## src/logic/memSysPkg.sv

```systemverilog
/* shared widths, timing and types for the cache and banked memory
   16-bit words at a 16-bit byte address, byte bit 0 is ignored */
`default_nettype none

package memSysPkg;

   // ##############################
   // address split tag | index | offset
   localparam int addrWidth   = 16;
   localparam int dataWidth   = 16;
   localparam int tagWidth    = 5;
   localparam int indexWidth  = 8;
   localparam int offsetWidth = 3;

   // line geometry
   localparam int wordsPerLine = 4;
   localparam int numSets      = 2 ** indexWidth;
   localparam int wordSelWidth = $clog2(wordsPerLine);

   // ##############################
   // memory timing
   localparam int memReadLatency = 2;
   localparam int bankBusyCycles = 4;
   // one row per line in every bank
   localparam int bankRowWidth   = addrWidth - offsetWidth;
   localparam int busyCntWidth   = $clog2(bankBusyCycles);

   // controller states
   // order matters, the ctrl steps evict and fill beats by +1
   typedef enum logic [4:0] {
      idle, compRd, compWr,
      evict0, evict1, evict2, evict3,
      fill0, fill1, fill2wb0, fill3wb1,
      wb2, wb3, finalWrite, missDone, hitDone
   } ctrlStateT;

   // lookup result of one way
   typedef struct packed {
      logic                 tagHit;
      logic                 valid;
      logic                 dirty;
      logic [tagWidth-1:0]  tag;
      logic [dataWidth-1:0] data;
   } wayStatusT;

endpackage

`default_nettype wire
```

## src/logic/waySelect.sv

```systemverilog
/* picks the way for a lookup or a fill out of two way statuses
   the choice is held while updateSel is low so a miss fills the compare-time way */
`timescale 1ns/100ps
`default_nettype none

module waySelect (
   input  logic                             clk,
   input  logic                             rstN,
   input  memSysPkg::wayStatusT             status0,
   input  memSysPkg::wayStatusT             status1,
   input  logic                             updateSel,
   input  logic                             requestDone,
   input  logic                             cacheWrite,
   output logic                             anyHit,
   output logic                             victimDirty,
   output logic [memSysPkg::tagWidth-1:0]   victimTag,
   output logic [memSysPkg::dataWidth-1:0]  readData,
   output logic                             write0,
   output logic                             write1
);

   logic hit0;
   logic hit1;
   logic victimBit;
   logic selNow;
   logic selHeld;
   logic wayChosen;

   assign hit0   = status0.tagHit & status0.valid;
   assign hit1   = status1.tagHit & status1.valid;
   assign anyHit = hit0 | hit1;

   // ##############################
   // way choice, 0 selects way 0
   // hit first, then an empty way (way 0 first), then the victim bit
   always_comb begin
      if (hit0) begin
         selNow = 1'b0;
      end else if (hit1) begin
         selNow = 1'b1;
      end else if (!status0.valid) begin
         selNow = 1'b0;
      end else if (!status1.valid) begin
         selNow = 1'b1;
      end else begin
         selNow = victimBit;
      end
   end

   assign wayChosen = updateSel ? selNow : selHeld;

   // outputs of the chosen way
   assign victimDirty = wayChosen ? status1.dirty : status0.dirty;
   assign victimTag   = wayChosen ? status1.tag : status0.tag;
   assign readData    = wayChosen ? status1.data : status0.data;
   assign write0      = cacheWrite & ~wayChosen;
   assign write1      = cacheWrite & wayChosen;

   always_ff @(posedge clk) begin
      if (!rstN) begin
         selHeld   <= 1'b0;
         victimBit <= 1'b0;
      end else begin
         if (updateSel) begin
            selHeld <= selNow;
         end
         // flips once per finished request
         if (requestDone) begin
            victimBit <= ~victimBit;
         end
      end
   end

   oneWayWrite: assert property (@(posedge clk) disable iff (!rstN) !(write0 && write1));

endmodule

`default_nettype wire

```

## config.mk

```make
export PLATFORM = sky130hd
export DESIGN_NAME = waySelect
export DESIGN_NICKNAME = d
export VERILOG_FILES = /design/src/logic/memSysPkg.sv /design/src/logic/waySelect.sv
export SDC_FILE = /design/constraint.sdc
export NUM_CORES = 1
export LEC_CHECK = 0
export BUFFER_PORTS_ARGS = -buffer_cell sky130_fd_sc_hd__buf_2
export CORE_ASPECT_RATIO = 1.25
export CORE_MARGIN = 2
export CORE_UTILIZATION = 22
export DETAILED_ROUTE_END_ITERATION = 7
export PLACE_DENSITY = 0.74
export SLEW_MARGIN = 25
export SYNTH_ARGS = -nofsm -noshare
export SYNTH_HDL_FRONTEND = slang
export SYNTH_SLANG_ARGS = --single-unit
```

## constraint.sdc

```tcl
create_clock -name clk -period 1.4 [get_ports clk]
set_input_delay 0.07 -clock clk [delete_from_list [all_inputs] [get_ports clk]]
set_output_delay 0.07 -clock clk [all_outputs]
set_load 0.02 [all_outputs]
```

==> summary.txt <==
sequential element share of the synthesized area: 9.97%
post-synthesis share of cell area spent on and, or, nand and nor gates: 12.1%
# port buffers: 77
count of synthesis-stage warnings from yosys: 0
global-route met2 utilization: 23.8%
share of the clock period used by the worst path: 117%
TritonCTS clock tree: yes
violations in the final reports: negative setup slack
number of antenna violations at the first check in global routing: 0
area taken by flip-flops and latches: 41.3 µm²
CP arrival: 1570 ps
die height: 51.8 µm
syn nets: 92
number of DRC violations after detailed-routing iteration 0: 3
synthesis-to-finish area growth: 120%
leakage: 0.500 nW
diode count: 0
count of nets after finishing: 175
floorplan row count: 17
Detail Route Antenna Nets: 0
normalized max-slew margin: 86.6%
half-perimeter wire length after placement: 1.39 mm
total clock buffers created by CTS: 3
post-layout power: 577 µW
number of flops mapped to enable cells by yosys: 0
largest fanout on the critical path: 24
fill cell total of the finished layout: 173
#FFs+latches synth: 2
Critical Path RT: 1330 ps
number of design rule violations left after detail routing: 0
clock root cell: sky130_fd_sc_hd__clkbuf_4
critical path launch point type: flop
fraction of the core area covered by cells at the end of the flow: 50.6%
routed vias: 612
final worst setup slack: -243 ps
MaxCap Viol Count: 0
endpoint type of the worst setup path: output port
most frequently used cell type in the post-synthesis netlist: sky130_fd_sc_hd__mux2_2
initial core utilization: 23.0%
number of global-route vias before repair: 590
hold buffers post-CTS: 0
GR peak layer: met2
source-to-sink clock delay at the later pin of the worst-skew pair: 220 ps
Post-Route Setup TNS: -5240 ps
biggest area contributors in the synthesized netlist: sky130_fd_sc_hd__mux2_2 (62%), sky130_fd_sc_hd__dfxtp_1 (10%), sky130_fd_sc_hd__nor2b_1 (6.2%)
number of endpoints with negative hold slack in the final report: 0
Clock Skew: 2.72 ps
distinct cell type count of the synthesized netlist: 10
top post-synthesis cells by count: sky130_fd_sc_hd__mux2_2 (22), sky130_fd_sc_hd__nor2b_1 (4), sky130_fd_sc_hd__nand2_1 (3)
Post-Route WL: 1.62 mm
min-delay worst type: in2reg
global-route wire length before repair: 2.52 mm
RSZ-0062 raised after global routing: true
status: finished, violations left
dominant combinational cell family by area after synthesis: multiplexers
post-CTS setup buffer count: 0
Mapped Area: 402 µm²
Multi-input gate area: 342 µm²
post-route minimum period: 1640 ps
PD cells: 655 nW/µm²
Num Clock Sinks: 2
count of final max-slew check failures: 0
XOR/XNOR share of the synthesized area: 2.18%
post-synthesis average cell area: 10.3 µm²
mean routed wirelength per cell: 11.7 µm
Chip Width: 42.2 µm
area of the die: 2190 µm²
global-route congestion overflow total: 0
Max clock buf depth: 2
core outline area: 1740 µm²
top-level I/O count: 78
measured slew at the worst slew-check pin: 200 ps
number of detailed-routing iterations run before antenna repair: 2
maximum clock rate: 609 MHz
worst hold slack: 64.6 ps
share of the synthesized area in compound gates (AO/OA/AOI/OAI): 7.48%
pin count of the biggest net entering global routing: 25
synthesized-area fraction occupied by adder cells: 0%
type of the setup path with the least slack: reg2out
global routing usage on met3: 10.1%
proportion of layout cells with a drive suffix above 1: 90.8%
global routing usage summed across all routing layers: 15.3%
dominant register cell in the synthesized netlist: sky130_fd_sc_hd__dfxtp_1
clock transition at the registers of the reported paths: 30 ps
global routing usage on met1: 16.1%
depth of the CTS H-tree: 1
library cell occupying the most area in the post-synthesis netlist: sky130_fd_sc_hd__mux2_2
final weighted congestion in routability-driven placement: 0.729
worst voltage drop across the vdd grid: 0.372 mV
multiplexer fraction of the synthesized cell area: 61.7%
# setup viols final: 24
fraction of post-synthesis cell area in the top cell type by area: 61.7%
number of cells produced by synthesis: 39
share of flip-flops with an asynchronous set or reset: 0%
worst slack after detailed placement: -48.0 ps
Via-to-Cell Ratio: 4.40
-- area by class of cell --
| type | count | area share (%) |
|---|---|---|
| Inverter | 1 | 0.426 |
| Multi-Input combinational cell | 34 | 38.7 |
| Tap cell | 19 | 2.70 |
| Sequential cell | 2 | 4.68 |
| Timing Repair Buffer | 80 | 50.9 |
| Clock buffer | 3 | 2.55 |
-- report_power, final --
part | leakage, nW | internal [mW] | total (mW) | switching (mW)
Clock | 0.0138 | 0.0945 | 0.126 | 0.0315
Combinational | 0.469 | 0.204 | 0.387 | 0.183
Sequential | 0.0168 | 0.0628 | 0.0650 | 0.00219
Total | 0.500 | 0.361 | 0.577 | 0.216
-- cell usage in the layout, fill, tap and decap left out --
| cell | synthesis | final |
|---|---|---|
| sky130_fd_sc_hd__dfxtp_2 | 0 | 1 |
| sky130_fd_sc_hd__buf_6 | 2 | 1 |
| sky130_fd_sc_hd__xor2_1 | 1 | 1 |
| sky130_fd_sc_hd__nand2_1 | 3 | 3 |
| sky130_fd_sc_hd__and2_1 | 2 | 2 |
| sky130_fd_sc_hd__mux2_4 | 0 | 1 |
| sky130_fd_sc_hd__mux2_2 | 22 | 21 |
| sky130_fd_sc_hd__buf_4 | 0 | 11 |
| sky130_fd_sc_hd__nor2b_1 | 4 | 3 |
| sky130_fd_sc_hd__buf_12 | 0 | 1 |
| sky130_fd_sc_hd__nor2b_2 | 0 | 1 |
| sky130_fd_sc_hd__clkbuf_4 | 0 | 3 |
| sky130_fd_sc_hd__dfxtp_1 | 2 | 1 |
| sky130_fd_sc_hd__buf_2 | 0 | 67 |
| sky130_fd_sc_hd__o21ai_2 | 1 | 1 |
| sky130_fd_sc_hd__a31oi_4 | 1 | 1 |
| sky130_fd_sc_hd__inv_1 | 1 | 1 |
-- worst max-delay path, stage by stage (launching register included) --
cell	delay [ps]
sky130_fd_sc_hd__dfxtp_2	310
sky130_fd_sc_hd__nor2b_2	110
sky130_fd_sc_hd__o21ai_2	70
sky130_fd_sc_hd__a31oi_4	150
sky130_fd_sc_hd__buf_12	190
sky130_fd_sc_hd__mux2_2	350
sky130_fd_sc_hd__buf_2	160
-- final timing paths --
kind / from / end / slack (ps) / cells past startpoint
max: victimBit / readData[15] / -240 / 6
min: rstN / victimBit / 60 / 2
max reg2reg: victimBit / selHeld / 380 / 5
min reg2reg: victimBit / victimBit / 650 / 3
-- through the flow --
| step | cell area (µm²) | std cells |
|---|---|---|
| 3_3_place_gp | 823 | 136 |
| 6_report | 882 | 139 |
| 3_5_place_dp | 823 | 136 |
| 5_1_grt | 882 | 139 |
| 2_1_floorplan | 402 | 39 |
| 4_1_cts | 860 | 139 |
-- layer usage --
| metal | part of all wire [%] | wire length [µm] |
|---|---|---|
| met1 | 34 | 559 |
| met4 | 0.62 | 10 |
| met5 | 0 | 0 |
| met3 | 22 | 361 |
| met2 | 43 | 691 |
-- state kept, by name (all words and copies together) (netlist names) --
name and count:
victimBit 1, selHeld 1
-- cells by family (layout without fill, tap and decap cells) --
| group | after synthesis | count (layout) |
|---|---|---|
| mux | 22 | 22 |
| simple gates | 9 | 9 |
| buf+inv | 3 | 84 |
| xor+xnor | 1 | 1 |
| compound gates | 2 | 2 |
| flops | 2 | 2 |
-- timing repair --
item | 4_1_cts | 5_1_grt
gates resized for setup | 5 | 9
endpoints found under the setup margin | 24 | 24
endpoints found under the hold margin | 0 | 0
No activity file was read; power rests on OpenSTA's default activity.
