--- config.mk ---
export PLATFORM = sky130hd
export DESIGN_NAME = cacheCtrl_flat
export DESIGN_NICKNAME = d
export VERILOG_FILES = /design/src/logic/memSysPkg.sv /design/src/logic/memBusIf.sv /design/src/logic/cacheCtrl.sv /design/src/flat_wrapper.sv
export SDC_FILE = /design/constraint.sdc
export NUM_CORES = 1
export LEC_CHECK = 0
export BUFFER_PORTS_ARGS = -buffer_cell sky130_fd_sc_hd__clkbuf_2
export CORE_MARGIN = 5
export CORE_UTILIZATION = 45
export CTS_CLUSTER_DIAMETER = 120
export DETAILED_ROUTE_END_ITERATION = 7
export HOLD_SLACK_MARGIN = 0.03
export PLACE_DENSITY = 0.89
export SLEW_MARGIN = 20
export SYNTH_ARGS = -nofsm -noshare
export SYNTH_HDL_FRONTEND = slang
export SYNTH_SLANG_ARGS = --single-unit
export TNS_END_PERCENT = 30
--- constraint.sdc ---
create_clock -name clk -period 5.3 [get_ports clk]
set_input_delay 1.06 -clock clk [delete_from_list [all_inputs] [get_ports clk]]
set_output_delay 1.06 -clock clk [all_outputs]
set_load 0.01 [all_outputs]
--- src/logic/memSysPkg.sv ---
/* shared widths, timing and types for the cache and banked memory
   16-bit words at a 16-bit byte address, byte bit 0 is ignored */
`default_nettype none

package memSysPkg;

   // ##############################
   // address split tag | index | offset
   localparam int addrWidth   = 16;
   localparam int dataWidth   = 16;
   localparam int tagWidth    = 5;
   localparam int indexWidth  = 8;
   localparam int offsetWidth = 3;

   // line geometry
   localparam int wordsPerLine = 4;
   localparam int numSets      = 2 ** indexWidth;
   localparam int wordSelWidth = $clog2(wordsPerLine);

   // ##############################
   // memory timing
   localparam int memReadLatency = 2;
   localparam int bankBusyCycles = 4;
   // one row per line in every bank
   localparam int bankRowWidth   = addrWidth - offsetWidth;
   localparam int busyCntWidth   = $clog2(bankBusyCycles);

   // controller states
   // order matters, the ctrl steps evict and fill beats by +1
   typedef enum logic [4:0] {
      idle, compRd, compWr,
      evict0, evict1, evict2, evict3,
      fill0, fill1, fill2wb0, fill3wb1,
      wb2, wb3, finalWrite, missDone, hitDone
   } ctrlStateT;

   // lookup result of one way
   typedef struct packed {
      logic                 tagHit;
      logic                 valid;
      logic                 dirty;
      logic [tagWidth-1:0]  tag;
      logic [dataWidth-1:0] data;
   } wayStatusT;

endpackage

`default_nettype wire
--- src/logic/memBusIf.sv ---
/* cache controller to banked memory link
   a request is held by the controller until stall drops */
`timescale 1ns/100ps
`default_nettype none

interface memBusIf;
   import memSysPkg::*;

   // request side
   logic [addrWidth-1:0] memAddr;
   logic [dataWidth-1:0] wrData;
   logic                 rd;
   logic                 wr;

   // response side
   // rdData lags an accepted read by memReadLatency cycles
   logic [dataWidth-1:0] rdData;
   logic                 stall;

   modport ctrl (
      output memAddr, wrData, rd, wr,
      input  rdData, stall
   );

   modport mem (
      input  memAddr, wrData, rd, wr,
      output rdData, stall
   );

endinterface

`default_nettype wire

--- src/logic/cacheCtrl.sv ---
/* miss and hit sequencing for the two-way cache
   the request is latched in idle and in the Done cycle, one request at a time */
`timescale 1ns/100ps
`default_nettype none

module cacheCtrl (
   input  logic                                clk,
   input  logic                                rstN,
   input  logic [memSysPkg::addrWidth-1:0]     Addr,
   input  logic [memSysPkg::dataWidth-1:0]     DataIn,
   input  logic                                Rd,
   input  logic                                Wr,
   input  logic                                anyHit,
   input  logic                                victimDirty,
   input  logic [memSysPkg::tagWidth-1:0]      victimTag,
   input  logic [memSysPkg::dataWidth-1:0]     readData,
   output logic                                Done,
   output logic                                Stall,
   output logic                                CacheHit,
   output logic                                enable,
   output logic                                compare,
   output logic [memSysPkg::tagWidth-1:0]      tag,
   output logic [memSysPkg::indexWidth-1:0]    index,
   output logic [memSysPkg::wordSelWidth-1:0]  word,
   output logic [memSysPkg::dataWidth-1:0]     wrData,
   output logic                                cacheWrite,
   output logic                                updateSel,
   output logic                                requestDone,
   memBusIf.ctrl                               bus
);
   import memSysPkg::*;

   ctrlStateT               state;
   ctrlStateT               nextState;
   ctrlStateT               reqState;
   logic [addrWidth-1:0]    reqAddr;
   logic [dataWidth-1:0]    reqData;
   logic                    reqWrite;
   logic                    takeReq;
   logic [tagWidth-1:0]     memTag;
   logic [wordSelWidth-1:0] memWord;

   // exactly one of Rd and Wr is a request
   assign reqState = (Rd ^ Wr) ? (Rd ? compRd : compWr) : idle;
   assign takeReq  = (state == idle) || Done;

   assign tag         = reqAddr[addrWidth-1 -: tagWidth];
   assign index       = reqAddr[offsetWidth +: indexWidth];
   assign bus.memAddr = {memTag, index, memWord, 1'b0};
   // eviction copies the victim word straight out
   assign bus.wrData  = readData;

   always_ff @(posedge clk) begin
      if (!rstN) begin
         state <= idle;
      end else begin
         state <= nextState;
      end
   end

   always_ff @(posedge clk) begin
      if (takeReq) begin
         reqAddr  <= Addr;
         reqData  <= DataIn;
         reqWrite <= Wr;
      end
   end

   // ##############################
   // per-state outputs
   always_comb begin
      Done        = 1'b0;
      Stall       = 1'b1;
      CacheHit    = 1'b0;
      enable      = 1'b0;
      compare     = 1'b0;
      cacheWrite  = 1'b0;
      updateSel   = 1'b0;
      requestDone = 1'b0;
      word        = reqAddr[1 +: wordSelWidth];
      wrData      = reqData;
      bus.rd      = 1'b0;
      bus.wr      = 1'b0;
      memTag      = tag;
      memWord     = '0;
      case (state)
         idle: Stall = 1'b0;
         compRd, compWr: begin
            enable     = 1'b1;
            compare    = 1'b1;
            updateSel  = 1'b1;
            // ways drop the write on a miss
            cacheWrite = (state == compWr);
         end
         evict0, evict1, evict2, evict3: begin
            enable  = 1'b1;
            bus.wr  = 1'b1;
            memTag  = victimTag;
            memWord = wordSelWidth'(state - evict0);
            word    = memWord;
         end
         fill0, fill1: begin
            bus.rd  = 1'b1;
            memWord = wordSelWidth'(state - fill0);
         end
         // read beats 2 and 3 overlap the first cache writes
         fill2wb0, fill3wb1, wb2, wb3: begin
            bus.rd     = (state == fill2wb0) || (state == fill3wb1);
            memWord    = wordSelWidth'(state - fill0);
            enable     = 1'b1;
            cacheWrite = 1'b1;
            word       = wordSelWidth'(state - fill2wb0);
            wrData     = bus.rdData;
         end
         finalWrite: begin
            enable     = 1'b1;
            compare    = 1'b1;
            cacheWrite = 1'b1;
         end
         missDone, hitDone: begin
            Done        = 1'b1;
            Stall       = 1'b0;
            enable      = 1'b1;
            requestDone = 1'b1;
            CacheHit    = (state == hitDone);
         end
         default: Stall = 1'b1;
      endcase
   end

   // next state, memory beats advance by one when not stalled
   always_comb begin
      nextState = state;
      case (state)
         idle, missDone, hitDone: nextState = reqState;
         compRd, compWr: nextState = anyHit ? hitDone : (victimDirty ? evict0 : fill0);
         evict0, evict1, evict2, fill0, fill1, fill2wb0, fill3wb1: begin
            if (!bus.stall) begin
               nextState = ctrlStateT'(state + 1'b1);
            end
         end
         evict3: nextState = bus.stall ? evict3 : fill0;
         wb2: nextState = wb3;
         wb3: nextState = reqWrite ? finalWrite : missDone;
         finalWrite: nextState = missDone;
         default: nextState = idle;
      endcase
   end

   // memory stays quiet while a result is handed back
   doneQuiet: assert property (@(posedge clk) disable iff (!rstN)
      Done |-> !Stall && !(bus.rd || bus.wr));
   legalState: assert property (@(posedge clk) disable iff (!rstN)
      state inside {[idle:hitDone]});

endmodule

`default_nettype wire

--- src/flat_wrapper.sv ---
// flat-port wrapper written by rule: the top's interface ports become plain ports
module cacheCtrl_flat import memSysPkg::*;
  (clk, rstN, Addr, DataIn, Rd, Wr, anyHit, victimDirty, victimTag, readData, Done, Stall, CacheHit, enable, compare, tag, index, word, wrData, cacheWrite, updateSel, requestDone, bus_memAddr, bus_wrData, bus_rd, bus_wr, bus_rdData, bus_stall);
  memBusIf bus_i ();
  input  logic clk;
  input  logic rstN;
  input  logic [memSysPkg::addrWidth-1:0] Addr;
  input  logic [memSysPkg::dataWidth-1:0] DataIn;
  input  logic Rd;
  input  logic Wr;
  input  logic anyHit;
  input  logic victimDirty;
  input  logic [memSysPkg::tagWidth-1:0] victimTag;
  input  logic [memSysPkg::dataWidth-1:0] readData;
  output logic Done;
  output logic Stall;
  output logic CacheHit;
  output logic enable;
  output logic compare;
  output logic [memSysPkg::tagWidth-1:0] tag;
  output logic [memSysPkg::indexWidth-1:0] index;
  output logic [memSysPkg::wordSelWidth-1:0] word;
  output logic [memSysPkg::dataWidth-1:0] wrData;
  output logic cacheWrite;
  output logic updateSel;
  output logic requestDone;
  output wire logic [$bits(bus_i.memAddr)-1:0] bus_memAddr;
  output wire logic [$bits(bus_i.wrData)-1:0] bus_wrData;
  output wire logic [$bits(bus_i.rd)-1:0] bus_rd;
  output wire logic [$bits(bus_i.wr)-1:0] bus_wr;
  input wire logic [$bits(bus_i.rdData)-1:0] bus_rdData;
  input wire logic [$bits(bus_i.stall)-1:0] bus_stall;
  assign bus_memAddr = bus_i.memAddr;
  assign bus_wrData = bus_i.wrData;
  assign bus_rd = bus_i.rd;
  assign bus_wr = bus_i.wr;
  assign bus_i.rdData = bus_rdData;
  assign bus_i.stall = bus_stall;
  cacheCtrl u_core (.clk(clk), .rstN(rstN), .Addr(Addr), .DataIn(DataIn), .Rd(Rd), .Wr(Wr), .anyHit(anyHit), .victimDirty(victimDirty), .victimTag(victimTag), .readData(readData), .Done(Done), .Stall(Stall), .CacheHit(CacheHit), .enable(enable), .compare(compare), .tag(tag), .index(index), .word(word), .wrData(wrData), .cacheWrite(cacheWrite), .updateSel(updateSel), .requestDone(requestDone), .bus(bus_i));
endmodule
==> results_dict.tcl <==
set metrics [dict create \
    status "finished clean" \
    cts_tree "yes" \
    synth_area_per_cell_um2 11.9 \
    finalSetupViolations 0 \
    yosys.area.top_type "edfxtp_1" \
    wl_met2_mm 2.76 \
    synth_edf_count 32 \
    layoutNonFillerInstCount 330 \
    start_util_pct 46.7 \
    grt_use_total_pct 15.7 \
    std_cell_rows 25 \
    grt_max_degree 22 \
    final_area_um2 2630 \
    hold_viol 0 \
    die-area_um2 6440 \
    slew_viol_final 0 \
    synth_nets 267 \
    worst_pin_slew_ps 875 \
    r2r_start "u_core.state[0]$_SDFFE_PN0P_" \
    ys_types 51 \
    fin_util_pct 55.2 \
    dieHeight_um 80.2 \
    wl_met1_mm 1.91 \
    root_buffer "clkbuf_8" \
    end_kind "output pin" \
    synthArstFlopShare_pct 0 \
    ys_top_cells_by_area "edfxtp_1, buf_4, mux2_2, dfxtp_1, ha_1" \
    drt_pass1_iterations 4 \
    syn_to_final_growth_pct 18.3 \
    fin_nets 344 \
    hp-start "u_core.state[1]$_SDFFE_PN0P_" \
    finClkSkew_ps 6.48 \
    maxSlewHeadroom_pct 41.7 \
    synth_seq_cells 37 \
    core_um2 4750 \
    antenna_cells 0 \
    dp_hpwl_mm 4.10 \
    vias_per_cell 4.85 \
    ir_worst_vdd_uv 254 \
    drt.antenna.violating_nets 0 \
    p_leak_nw 1.23 \
    synth_top_area_share_pct 43.3 \
    ys_seq_area_share_pct 47.8 \
    synthesis.area_um2 2220 \
    clock_latency_ps 280 \
    initialDrtViolationCount 92 \
    dpl_cell_area_um2 2540 \
    yosysWarningCount 0 \
    wl_met3_um 428 \
    critPathKind "reg2out" \
    required_ps 4240 \
    numPortBuffers 114 \
    fin_ws_ps 1520 \
    ctsResizeCount 0 \
    place_inst 323 \
    grt_pass1_wl_mm 7.80 \
    finalCritPeriodShare_pct 71.2 \
    syn_inst 186 \
    clockBufferDepth 2 \
    antenna_found_initial 0 \
    drc 0 \
    grt_pass1_vias 1657 \
    wl_mm 5.16 \
    postCtsHoldBufs 0 \
    rsz0062_at_grt "no" \
    wl_per_cell_um 15.6 \
    die_w_um 80.2 \
    arrival_ps 2720 \
    ioPinCount 149 \
    hold_ws_ps 546 \
    numCtsBuffers 5 \
    htreeDepth 2 \
    drive_above_1_share_pct 58.9 \
    synth_ff_type "edfxtp_1" \
    final_cell_mix "clkbuf_2, edfxtp_1, mux2_2, nor2_1, inv_1" \
    crit_fanout 20 \
    clk_pin_slew_ps 70 \
    postCtsSetupBuffers 0 \
    clock_sinks 37 \
    place_ws_ps 1840 \
    final_common_cell "clkbuf_2" \
    gp_congestion 0.871 \
    power_density_nw_per_um2 634 \
    highest_layer "met4" \
    hp-class "reg2reg" \
    critPathLaunchType "flip-flop" \
    drv_cap 0 \
    fmax_mhz 265 \
    power.total_mw 1.66 \
    min_period_ps 3780 \
    fin_setup_tns_ps 0 \
    startpoint "u_core.state[0]$_SDFFE_PN0P_" \
    vias 1602 \
    gr-total-overflow 0 \
]
## report_power, final
part           total, mW  leakage, nW  switching [mW]  internal, mW
clock              0.186       0.0377          0.0977        0.0883
sequential         0.572        0.363          0.0691         0.503
combinational      0.905        0.827           0.530         0.375
total               1.66         1.23           0.697         0.966
## sequential cells by signal (all words and copies together) (netlist names)
name,count
u_core.reqAddr,15
u_core.reqData,16
u_core.reqWrite,1
u_core.state,5
## path summary, 6_finish.rpt
kind                                   to  slack (ps)  cells after the start
max                            wrData[10]        1520                      6
min          u_core.state[1]$_SDFFE_PN0P_         550                      2
max reg2reg  u_core.state[2]$_SDFFE_PN0P_        2740                      8
min reg2reg  u_core.state[1]$_SDFFE_PN0P_         550                      2
## cells in the mapped netlist (all sizes together), types with 3 or more instances
| cell type | number |
|---|---|
| and2 | 3 |
| ha | 5 |
| a2111oi | 3 |
| a21boi | 3 |
| a21oi | 5 |
| mux2 | 21 |
| nand2 | 5 |
| nor2 | 8 |
| edfxtp | 32 |
| dfxtp | 5 |
| a21o | 3 |
| inv | 7 |
| nand3 | 3 |
| buf | 45 |
| and3 | 4 |
## worst max-delay path, cell delays in order, from the launching register on
cell,delay [ps]
dfxtp_1,490
ha_1,270
nor2_1,100
a21oi_1,250
and3_1,770
mux2_2,430
clkbuf_2,130
## layer usage
| layer | vias up | track usage, % |
|---|---|---|
| met3 | 13 | 4.60 |
| met2 | 68 | 28.8 |
| li1 | 785 | - |
| met1 | 736 | 17.0 |
| met5 | - | 0 |
| met4 | 0 | 5.41 |
## logic make-up (layout without fill, tap and decap cells)
group	count (synthesis)	in the layout	share of synthesized area, %
flip-flops	37	37	47.8
other	1	1	0.169
buffers and inverters	52	129	16.3
adder cells (fa/ha/maj)	5	5	2.82
AND/OR/NAND/NOR	40	40	11.1
XOR/XNOR	3	3	1.18
AO/OA/AOI/OAI	27	27	9.92
multiplexers	21	21	10.7
## layout make-up
type	instances	area, um^2
timing repair buffer	115	578
multi-input combinational	97	796
inverter	7	26.3
tap	67	83.8
clock buffer	5	68.8
fill	446	2130
clock inverter	2	11.3
sequential	37	1060
No activity file was read; power rests on OpenSTA's default activity.
